--- src/hdl/lsu_pkg.sv ---
package lsu_pkg;

	//////////////////////////////////////////////////////////////////////
	// Operation codes
	//////////////////////////////////////////////////////////////////////

	typedef logic [7:0] aluop_t;

	localparam aluop_t OP_NOP = 8'b0000_0000;
	localparam aluop_t OP_LB  = 8'b1110_0000;
	localparam aluop_t OP_LBU = 8'b1110_0100;
	localparam aluop_t OP_LH  = 8'b1110_0001;
	localparam aluop_t OP_LHU = 8'b1110_0101;
	localparam aluop_t OP_LW  = 8'b1110_0011;
	localparam aluop_t OP_SB  = 8'b1110_1000;
	localparam aluop_t OP_SH  = 8'b1110_1001;
	localparam aluop_t OP_SW  = 8'b1110_1011;

	// MIPS cause codes
	typedef logic [4:0] exc_code_t;

	localparam exc_code_t EC_NONE = 5'h00;
	localparam exc_code_t EC_ADEL = 5'h04;
	localparam exc_code_t EC_ADES = 5'h05;

	// Data RAM, indexed by address bits RAM_AW+1 down to 2
	localparam int RAM_WORDS = 256;
	localparam int RAM_AW    = 8;

	//////////////////////////////////////////////////////////////////////
	// Payloads
	//////////////////////////////////////////////////////////////////////

	typedef struct packed {
		aluop_t      aluop;
		logic [31:0] addr;
		logic [31:0] reg2;
		logic [4:0]  wd;
		logic [31:0] epc;
	} lsu_req_t;

	typedef struct packed {
		logic [4:0]  wd;
		logic        wreg;
		logic [31:0] wdata;
		exc_code_t   exc_code;
		logic [31:0] epc;
		logic [31:0] badvaddr;
	} lsu_rsp_t;

endpackage

--- src/hdl/mem_align.sv ---
`timescale 1ns/1ps

module mem_align (
	input  lsu_pkg::lsu_req_t req_i,
	input  logic [31:0]       rdata_i,
	output lsu_pkg::lsu_rsp_t rsp_o,
	output logic              store_o,
	output logic [3:0]        mem_sel_o,
	output logic [31:0]       mem_wdata_o
);

	logic [1:0]         off;
	logic [7:0]         lane_byte;
	logic [15:0]        lane_half;
	logic               sext;
	logic               is_load;
	logic [31:0]        load_data;
	lsu_pkg::exc_code_t exc;
	logic               fault;

	// Little-endian lanes, byte 0 in bits 7:0
	assign off       = req_i.addr[1:0];
	assign lane_byte = rdata_i[{off, 3'b000} +: 8];
	assign lane_half = rdata_i[{off[1], 4'b0000} +: 16];
	assign sext      = (req_i.aluop == lsu_pkg::OP_LB) || (req_i.aluop == lsu_pkg::OP_LH);

	//////////////////////////////////////////////////////////////////////
	// Decode, extend and merge
	//////////////////////////////////////////////////////////////////////

	always_comb begin
		is_load     = 1'b0;
		store_o     = 1'b0;
		exc         = lsu_pkg::EC_NONE;
		load_data   = 32'h0;
		mem_sel_o   = 4'b0000;
		// Unselected lanes keep the word just read
		mem_wdata_o = rdata_i;
		case (req_i.aluop)
			lsu_pkg::OP_LB, lsu_pkg::OP_LBU: begin
				is_load   = 1'b1;
				mem_sel_o = 4'b0001 << off;
				load_data = {{24{sext & lane_byte[7]}}, lane_byte};
			end
			lsu_pkg::OP_LH, lsu_pkg::OP_LHU: begin
				is_load = 1'b1;
				if (off[0]) begin
					exc = lsu_pkg::EC_ADEL;
				end else begin
					mem_sel_o = off[1] ? 4'b1100 : 4'b0011;
					load_data = {{16{sext & lane_half[15]}}, lane_half};
				end
			end
			lsu_pkg::OP_LW: begin
				is_load = 1'b1;
				if (off != 2'b00) begin
					exc = lsu_pkg::EC_ADEL;
				end else begin
					mem_sel_o = 4'b1111;
					load_data = rdata_i;
				end
			end
			lsu_pkg::OP_SB: begin
				store_o   = 1'b1;
				mem_sel_o = 4'b0001 << off;
				mem_wdata_o[{off, 3'b000} +: 8] = req_i.reg2[7:0];
			end
			lsu_pkg::OP_SH: begin
				store_o = 1'b1;
				if (off[0]) begin
					exc = lsu_pkg::EC_ADES;
				end else begin
					mem_sel_o = off[1] ? 4'b1100 : 4'b0011;
					mem_wdata_o[{off[1], 4'b0000} +: 16] = req_i.reg2[15:0];
				end
			end
			lsu_pkg::OP_SW: begin
				store_o = 1'b1;
				if (off != 2'b00) begin
					exc = lsu_pkg::EC_ADES;
				end else begin
					mem_sel_o   = 4'b1111;
					mem_wdata_o = req_i.reg2;
				end
			end
			default: begin
				// Anything else is a NOP
				mem_sel_o = 4'b0000;
			end
		endcase
	end

	assign fault = (exc != lsu_pkg::EC_NONE);

	assign rsp_o.wd       = req_i.wd;
	assign rsp_o.wreg     = is_load && !fault;
	assign rsp_o.wdata    = fault ? 32'h0 : load_data;
	assign rsp_o.exc_code = exc;
	assign rsp_o.epc      = fault ? req_i.epc : 32'h0;
	assign rsp_o.badvaddr = fault ? req_i.addr : 32'h0;

endmodule

--- config.mk ---
export PLATFORM = sky130hd
export DESIGN_NAME = mem_align
export DESIGN_NICKNAME = d
export VERILOG_FILES = /design/src/hdl/lsu_pkg.sv /design/src/hdl/mem_align.sv
export SDC_FILE = /design/constraint.sdc
export NUM_CORES = 1
export LEC_CHECK = 0
export ABC_AREA = 1
export BUFFER_PORTS_ARGS = -buffer_cell sky130_fd_sc_hd__buf_2
export CORE_AREA = 2 2 109 111
export DETAILED_ROUTE_END_ITERATION = 12
export DIE_AREA = 0 0 111 113
export PLACE_DENSITY = 0.75
export SLEW_MARGIN = 20
export SYNTH_ARGS = -nofsm -noshare
export SYNTH_HDL_FRONTEND = slang
export SYNTH_SLANG_ARGS = --single-unit
--- constraint.sdc ---
create_clock -name vclk -period 2.3
set_input_delay 0.115 -clock vclk [all_inputs]
set_output_delay 0.115 -clock vclk [all_outputs]
set_load 0.1 [all_outputs]
==> results by group <==
Global routing
  • GRT Total Usage: 31.9%
  • Vias in the first global route: 6,158
  • Initial antenna violation count: 0
  • First-pass GRT wire length: 33.0 mm
  • Largest net degree at the start of global routing: 82
  • Grt total ovfl: 0

Power and ir drop
  • VDD IR max: 162 uV
  • Sw power: 0.818 mW
  • Combinational power share: 100.0%
  • Sw Ratio: 68.5%
  • LEAKAGE: 4.22 nW
  • Clock power frac: 0%
  • Total power: 1.19 mW
  • Flop pwr share: 0%
  • PwrDens: 152 nW/um^2
  • Internal: 0.377 mW

Critical path
  • CP Capture Type: output port
  • Cell Chain, Critical Path: buf_2 > inv_1 > buf_6 > ha_1 > nand2_1 > o21ai_0 > o211ai_1 > nand3_2 > buf_2
  • Setup crit start kind: input pin
  • CP max stage delay: 440 ps
  • Max FO, Critical Path: 31
  • Worst setup path category: in -> out
  • Most frequent CP cell: buf_2
  • Req. time, crit path: 2180 ps
  • Crit path DAT: 2050 ps
  • Max stage delay cell, worst path: ha_1

Outcome
  • Status: finished, final reports clean

Detailed routing
  • Drt first pass iters: 6
  • Met1 Wirelength: 7.46 mm
  • Vias per Instance: 5.29
  • DRC Markers: 0
  • Top Layer Used: met4
  • Routed length on met2: 10.6 mm
  • Routed len/inst: 16.2 um
  • Post-route ant nets: 0
  • DR vias: 6,879
  • Routed wire length: 21.0 mm
  • DRT iter0 DRCs: 857
  • Met3 Routed Length: 2.17 mm

Floorplan
  • FP Rows: 39
  • Die span in y: 113 um
  • Initial Util: 39.7%
  • Core area: 11,300 sq um
  • Die X-Extent: 111 um
  • Die ar.: 12,500 sq um
  • Io pins: 285

Synthesis
  • Sequential share of the synthesized area: 0%
  • Mapped Avg Cell Area: 4.95 sq um
  • Yosys cell types: 24
  • Gate Count Post-Synth: 905
  • Yosys warnings: 0
  • Post-Syn Area: 4480 sq um

Timing
  • Endpoints failing setup: 0
  • Fmax: 0.462 GHz
  • Fin worst setup slack: 135 ps
  • Fin. max-slew vios: 0
  • Period minus WS final: 2160 ps
  • Final hold viol count: 0
  • Fin Setup TNS: 0 ps
  • Worst slew pin tran: 554 ps
  • Period utilization: 94.1%
  • Relative slew slack: 63.1%

Finish
  • Share of layout cells above drive strength 1: 36.1%
  • Synthesis-to-finish area growth: 75.5%
  • Storage cell area: 0 sq um
  • Antenna diodes: 0
  • Layout fillers: 975
  • Nets@finish: 1,308
  • Clock buf count: 0
  • FFs & Latches: 0
  • Final Non-Filler Cells: 1,300

Placement
  • Gpl congestion: 1.02
  • Place WS: 45.1 ps
  • HPWL after detailed placement: 16.9 mm
  • Port bufs: 272
  • DP Cell Count: 1,293

Min path
  • Hold Crit Class: in -> out

Run
  • Max-cap violations: 0
==> per-stage QoR <==
| stage | hold slack (ps) | utilization (%) | instance area (sq um) |
|---|---|---|---|
| finish | 230 | 69.7 | 7860 |
| global route | 230 | 69.7 | 7860 |
| CTS | 231 | 69.1 | 7790 |
| detailed placement | 231 | 69.1 | 7790 |
| global placement | 231 | 69.1 | 7790 |
| floorplan | 425 | - | 4750 |
==> Yosys cell counts (all sizes together) <==
library cell	number	area, sq um
o211ai	31	233
o22ai	3	18.8
nand3	91	465
clkbuf	15	56.3
conb	1	3.75
a21oi	21	105
nor2	191	1110
o21ai	83	415
ha	8	100
nand2	273	1040
nor3	1	5.00
nand4	7	43.8
buf	50	385
inv	130	488
==> layer usage <==
layer / GRT usage (%) / up-vias
met2: 58.4 / 441
met1: 39.0 / 3058
met5: 0 / -
li1: - / 3312
met3: 4.45 / 68
met4: 9.00 / 0
==> worst max-delay path: cells and delay by family <==
kind | cells | cell delay (ps)
compound gates | 2 | 330
fa+ha+maj | 1 | 440
buf+inv | 4 | 800
simple gates | 2 | 340
==> cell families after synthesis <==
family / count (synthesis) / share of synthesized area (%)
other: 1 / 0.0838
AO/OA/AOI/OAI: 138 / 17.2
adder cells (fa/ha/maj): 8 / 2.24
AND/OR/NAND/NOR: 563 / 59.7
buffers and inverters: 195 / 20.8
==> worst paths after layout <==
kind	startpoint	to	slack, ps	cells past startpoint
worst max-delay path	req_i[70]	mem_wdata_o[20]	140	9
worst min-delay path	req_i[32]	rsp_o[102]	230	0
==> layout make-up <==
| cell class | instances | area, sq um | area share, % |
|---|---|---|---|
| Multi-Input combinational cell | 712 | 3800 | 48.4 |
| Timing Repair Buffer | 315 | 3380 | 43.1 |
| Inverter | 130 | 493 | 6.27 |
| Tap cell | 143 | 179 | 2.28 |
==> power by group through the flow <==
| stage | logic [mW] | clock network [mW] | registers [mW] |
|---|---|---|---|
| 2_1_floorplan | 0.776 | 0 | 0 |
| 3_3_place_gp | 1.16 | 0 | 0 |
| 3_5_place_dp | 1.17 | 0 | 0 |
| 4_1_cts | 1.18 | 0 | 0 |
| 5_1_grt | 1.27 | 0 | 0 |
| 6_report | 1.19 | 0 | 0 |
==> repair_timing <==
action | 4_1_cts | 5_1_grt
setup endpoints to repair | 0 | 42
buffers inserted | 0 | 7
gates resized for setup | 0 | 4
endpoints found under the hold margin | 0 | 0
hold buffers | 0 | 0
==> cells in the final DEF (no fill, tap or decap), types with 31 or more instances in the layout <==
cell type  netlist  layout
nor2_4          52      67
nand3_1         89      69
o21ai_0         83      83
inv_1          126     126
nor2_1         136     121
buf_12           5     113
buf_4           12      37
buf_2           27     161
nand2_1        268     268
o211ai_1        31      31
Note: power is estimated with default switching activity, not from simulation.
