File: config.mk
export PLATFORM = sky130hd
export DESIGN_NAME = lsu_fifo
export DESIGN_NICKNAME = d
export VERILOG_FILES = /design/src/hdl/lsu_fifo.sv
export SDC_FILE = /design/constraint.sdc
export NUM_CORES = 1
export LEC_CHECK = 0
export BUFFER_PORTS_ARGS = -buffer_cell sky130_fd_sc_hd__buf_2
export CORE_UTILIZATION = 51
export CTS_CLUSTER_DIAMETER = 80
export DETAILED_ROUTE_END_ITERATION = 6
export GPL_TIMING_DRIVEN = 0
export PLACE_DENSITY = 0.78
export SLEW_MARGIN = 10
export SYNTH_ARGS = -nofsm -noshare
export SYNTH_HDL_FRONTEND = slang
export SYNTH_SLANG_ARGS = --single-unit
File: constraint.sdc
create_clock -name clk -period 3.52 [get_ports clk]
set_clock_uncertainty 0.15 [all_clocks]
set_input_delay 0.352 -clock clk [delete_from_list [all_inputs] [get_ports clk]]
set_output_delay 0.352 -clock clk [all_outputs]
set_load 0.02 [all_outputs]
File: src/hdl/lsu_fifo.sv
`timescale 1ns/1ps

module lsu_fifo #(
	parameter type payload_t = logic [31:0]
) (
	input  logic     clk,
	input  logic     rst_n_i,
	input  logic     push_valid_i,
	input  payload_t push_data_i,
	output logic     push_ready_o,
	output logic     pop_valid_o,
	output payload_t pop_data_o,
	input  logic     pop_ready_i
);

	payload_t   mem [2];
	logic       wr_ptr_q;
	logic       rd_ptr_q;
	logic [1:0] count_q;
	logic       live_q;
	logic       do_push;
	logic       do_pop;

	// Stays closed until the first cycle out of reset
	assign push_ready_o = live_q && ((count_q != 2'd2) || pop_ready_i);
	assign pop_valid_o  = (count_q != 2'd0);
	assign pop_data_o   = mem[rd_ptr_q];

	assign do_push = push_valid_i && push_ready_o;
	assign do_pop  = pop_valid_o && pop_ready_i;

	always_ff @(posedge clk) begin
		if (!rst_n_i) begin
			wr_ptr_q <= 1'b0;
			rd_ptr_q <= 1'b0;
			count_q  <= 2'd0;
			live_q   <= 1'b0;
		end else begin
			live_q <= 1'b1;
			if (do_push) begin
				wr_ptr_q <= ~wr_ptr_q;
			end
			if (do_pop) begin
				rd_ptr_q <= ~rd_ptr_q;
			end
			count_q <= count_q + {1'b0, do_push} - {1'b0, do_pop};
		end
	end

	always_ff @(posedge clk) begin
		if (do_push) begin
			mem[wr_ptr_q] <= push_data_i;
		end
	end

endmodule

==> impl_metrics.prom <==
# TYPE chip_impl_metric gauge
chip_impl_metric{name="post_synth_num_cell_types",unit=""} 17
chip_impl_metric{name="ir_worst_vdd",unit="mV"} 0.331
chip_impl_info{name="synth_top_cells_by_count",value="sky130_fd_sc_hd__edfxtp_1 (64), sky130_fd_sc_hd__mux2_1 (32), sky130_fd_sc_hd__dfxtp_1 (6)"} 1
chip_impl_metric{name="max_slew.worst_pin.slew",unit="ns"} 0.938
chip_impl_info{name="clockRootBuffer",value="sky130_fd_sc_hd__clkbuf_8"} 1
chip_impl_metric{name="numCtsBuffers",unit=""} 9
chip_impl_metric{name="delay_contributed_by_the_slowest_stage_of_the_critical_path",unit="ns"} 0.41
chip_impl_info{name="synth.largest_area_cell",value="sky130_fd_sc_hd__edfxtp_1"} 1
chip_impl_metric{name="avgRoutedWirePerCell",unit="µm"} 15.8
chip_impl_metric{name="synth.ff_latch_count",unit=""} 70
chip_impl_info{name="critical_path.endpoint_type",value="register"} 1
chip_impl_info{name="yosys_most_used_dff",value="sky130_fd_sc_hd__edfxtp_1"} 1
chip_impl_metric{name="boundary_pins",unit=""} 70
chip_impl_metric{name="fillCellCount",unit=""} 344
chip_impl_metric{name="final_hold_viol_count",unit=""} 0
chip_impl_metric{name="detail_route.iter0.violations",unit=""} 77
chip_impl_metric{name="final_max_slew_viols",unit=""} 0
chip_impl_metric{name="cts.repair_timing.setup_buffer_count",unit=""} 0
chip_impl_info{name="path_cells",value="or3b_1, nand3_2, ha_1, inv_1, ha_1, xnor2_1, xnor2_1, and2_1"} 1
chip_impl_metric{name="ctsResizeCount",unit=""} 0
chip_impl_metric{name="antennaDiodeCount",unit=""} 0
chip_impl_metric{name="number_of_buffers_and_inverters_on_the_critical_path",unit=""} 1
chip_impl_metric{name="final_critical_path_required_period",unit="ns"} 2.10
chip_impl_metric{name="via_per_inst",unit=""} 4.95
chip_impl_metric{name="number_of_failing_setup_endpoints_in_the_final_timing_report",unit=""} 0
chip_impl_metric{name="final_util",unit="%"} 67.4
chip_impl_info{name="critPathKind",value="register to register"} 1
chip_impl_metric{name="fraction_of_registers_with_async_set_or_reset_after_synthesis",unit="%"} 0
chip_impl_info{name="cp_slowest_cell",value="sky130_fd_sc_hd__or3b_1"} 1
chip_impl_metric{name="cp_data_required_time",unit="ns"} 3.60
chip_impl_metric{name="count_of_antenna_violating_nets_left_after_detailed_routing",unit=""} 0
chip_impl_metric{name="fraction_of_layout_instances_using_a_drive_strength_above_1",unit="%"} 42.0
chip_impl_info{name="outcome",value="completed"} 1
chip_impl_metric{name="clock_latency",unit="ns"} 0.33
chip_impl_metric{name="first_global_vias",unit=""} 1430
chip_impl_metric{name="synth_top_cell_area_share",unit="%"} 74.6
chip_impl_metric{name="cts_sinks",unit=""} 70
chip_impl_info{name="synth_area_leaders",value="sky130_fd_sc_hd__edfxtp_1 (75%), sky130_fd_sc_hd__mux2_1 (14%), sky130_fd_sc_hd__dfxtp_1 (4.7%)"} 1
chip_impl_metric{name="clk_transition_reported_paths",unit="ns"} 0.07
chip_impl_metric{name="syn_area",unit="mm²"} 0.00258
chip_impl_metric{name="synthesis.nets",unit=""} 165
chip_impl_metric{name="drt_drc_violations_left",unit=""} 0
chip_impl_metric{name="flow.area_growth_from_synthesis",unit="%"} 25.2
chip_impl_metric{name="htree_num_levels",unit=""} 3
chip_impl_metric{name="num-nets-final",unit=""} 245
chip_impl_info{name="hold_path_origin",value="rst_n_i"} 1
chip_impl_metric{name="io_buffer_count",unit=""} 69
chip_impl_metric{name="pwr_density_cell",unit="mW/mm²"} 660
chip_impl_metric{name="die-height",unit="µm"} 73.1
chip_impl_metric{name="total_negative_slack",unit="ns"} 0
chip_impl_metric{name="dr.pass1.iters",unit=""} 4
chip_impl_metric{name="synth_edf_count",unit=""} 64
chip_impl_metric{name="power.total",unit="mW"} 2.13
chip_impl_metric{name="max_freq",unit="MHz"} 475
chip_impl_metric{name="largest_net_degree_at_the_start_of_global_routing",unit=""} 33
chip_impl_metric{name="cp.arrival",unit="ns"} 2.18
chip_impl_metric{name="gr-usage-all-layers",unit="%"} 18.3
chip_impl_metric{name="rows",unit=""} 25
chip_impl_info{name="worstSetupStartpointType",value="register"} 1
chip_impl_metric{name="number_of_antenna_violations_at_the_first_check_in_global_routing",unit=""} 0
chip_impl_metric{name="route.final.wire_length",unit="µm"} 4400
chip_impl_metric{name="grt_overflow",unit=""} 0
chip_impl_metric{name="worst-r2r-setup-slack",unit="ns"} 1.42
chip_impl_info{name="yosys.cell_count.top_type",value="sky130_fd_sc_hd__edfxtp_1"} 1
chip_impl_metric{name="timing.slew.headroom",unit="%"} 37.3
chip_impl_metric{name="final_min_period_over_clock_period",unit="%"} 59.7
chip_impl_metric{name="synthCells",unit=""} 127
chip_impl_metric{name="drv.max_cap_violation_count",unit=""} 0
chip_impl_metric{name="leakage",unit="nW"} 1.23
chip_impl_info{name="setup_repair_after_global_routing_missed_its_margin",value="no"} 1
chip_impl_metric{name="grt_pass1_wl",unit="µm"} 6690
chip_impl_metric{name="die_width",unit="µm"} 73.1
chip_impl_metric{name="coreArea",unit="mm²"} 0.00479
chip_impl_metric{name="finalWeightedCongestion",unit=""} 0.653
chip_impl_metric{name="vias",unit=""} 1380
chip_impl_metric{name="start_util",unit="%"} 53.9
chip_impl_info{name="cts_tree",value="done"} 1
chip_impl_metric{name="clockBufferDepth",unit=""} 2
chip_impl_metric{name="timing.critical_path.fanout_max",unit=""} 4
chip_impl_metric{name="die_area",unit="mm²"} 0.00534
chip_impl_metric{name="cts.hold.buffers_added",unit=""} 0
chip_impl_metric{name="yosysWarnings",unit=""} 0
chip_impl_info{name="worst_hold_path_type",value="input port to register"} 1
chip_impl_info{name="r2r_start",value="count_q[1]"} 1
chip_impl_metric{name="detailedPlacementHpwl",unit="µm"} 2940
chip_impl_info{name="worstSetupStartpoint",value="count_q[1]"} 1
chip_impl_metric{name="per_instance_average_area_after_synthesis",unit="µm²"} 20.3
chip_impl_metric{name="synth_sequential_area_ratio",unit="%"} 79.2
chip_impl_info{name="cpLargestDelayFamily",value="simple AND/OR/NAND/NOR gates"} 1
## logic make-up (layout without fill, tap and decap cells)
family	Yosys count	after routing	share of synthesized area (%)
adders and majority gates	2	2	0.971
DFF	70	70	79.2
and+or+nand+nor	12	12	2.77
muxes	33	33	14.4
xor gates and xnor gates	3	3	1.02
buffers and inverters	6	91	1.31
AOI/OAI and AO/OA	1	1	0.340
## stage by stage
| step | cells | hold WS (ns) | setup WS (ns) | area (µm²) |
|---|---|---|---|---|
| 3_3_place_gp | 263 | 0.307 | 0.358 | 3010 |
| 2_1_floorplan | 127 | 0.230 | 0.972 | 2580 |
| 5_1_grt | 279 | 0.0248 | 1.30 | 3230 |
| 3_5_place_dp | 263 | 0.359 | 1.35 | 3020 |
| 4_1_cts | 279 | 0.0281 | 1.40 | 3230 |
| 6_report | 279 | 0.0474 | 1.42 | 3230 |
## per-layer routing
layer / up-vias / track usage, % / part of all wire (%)
met5: - / 0 / 0
met4: 0 / 9.15 / 1.9
met3: 10 / 7.60 / 5.0
met2: 37 / 31.7 / 55
met1: 689 / 18.9 / 38
li1: 644 / - / -
## cell type report
type	instances	area (µm²)	share of cell area [%]
Clock inverter	5	73.8	2.29
Inverter	2	7.51	0.233
Timing Repair Buffer	69	345	10.7
Multi-Input combinational cell	51	517	16.0
Clock buffer	11	131	4.07
Sequential cell	70	2040	63.3
Tap cell	67	83.8	2.60
Buffer	4	26.3	0.814
## sequential cells by signal, indices dropped and copies added (netlist names), named ones only
name      flops
live_q        1
count_q       2
mem          64
rd_ptr_q      1
wr_ptr_q      1
## cell usage in the layout (no fill, tap or decap)
cell | Yosys | routed
sky130_fd_sc_hd__buf_2 | 0 | 69
sky130_fd_sc_hd__edfxtp_1 | 64 | 64
sky130_fd_sc_hd__mux2_1 | 32 | 32
sky130_fd_sc_hd__clkbuf_8 | 0 | 9
sky130_fd_sc_hd__dfxtp_1 | 6 | 6
sky130_fd_sc_hd__clkbuf_1 | 1 | 3
sky130_fd_sc_hd__buf_4 | 3 | 3
sky130_fd_sc_hd__xnor2_1 | 3 | 3
sky130_fd_sc_hd__and2_1 | 3 | 3
sky130_fd_sc_hd__inv_1 | 2 | 2
sky130_fd_sc_hd__nor2b_1 | 2 | 2
sky130_fd_sc_hd__nor2_4 | 0 | 2
sky130_fd_sc_hd__nand2_1 | 2 | 2
sky130_fd_sc_hd__ha_1 | 2 | 2
sky130_fd_sc_hd__clkinv_2 | 0 | 2
sky130_fd_sc_hd__bufinv_16 | 0 | 2
sky130_fd_sc_hd__o21a_2 | 1 | 1
sky130_fd_sc_hd__or3b_1 | 1 | 1
sky130_fd_sc_hd__nand3_2 | 1 | 1
sky130_fd_sc_hd__or2_1 | 1 | 1
sky130_fd_sc_hd__mux2i_1 | 1 | 1
sky130_fd_sc_hd__clkinv_1 | 0 | 1
## power breakdown
group	leakage, nW	internal, mW	total, mW	switching, mW
Sequential	0.637	0.969	0.990	0.0209
Clock	0.105	0.395	0.666	0.272
Combinational	0.487	0.193	0.473	0.280
Total	1.23	1.56	2.13	0.573
## final timing paths
| path | to | depth (start not counted) |
|---|---|---|
| worst max-delay path | count_q[1] | 8 |
| worst min register to register | wr_ptr_q | 2 |
| worst min-delay path | live_q | 1 |
| worst max register to register | count_q[1] | 8 |
Power figures use the tool's default switching activity.
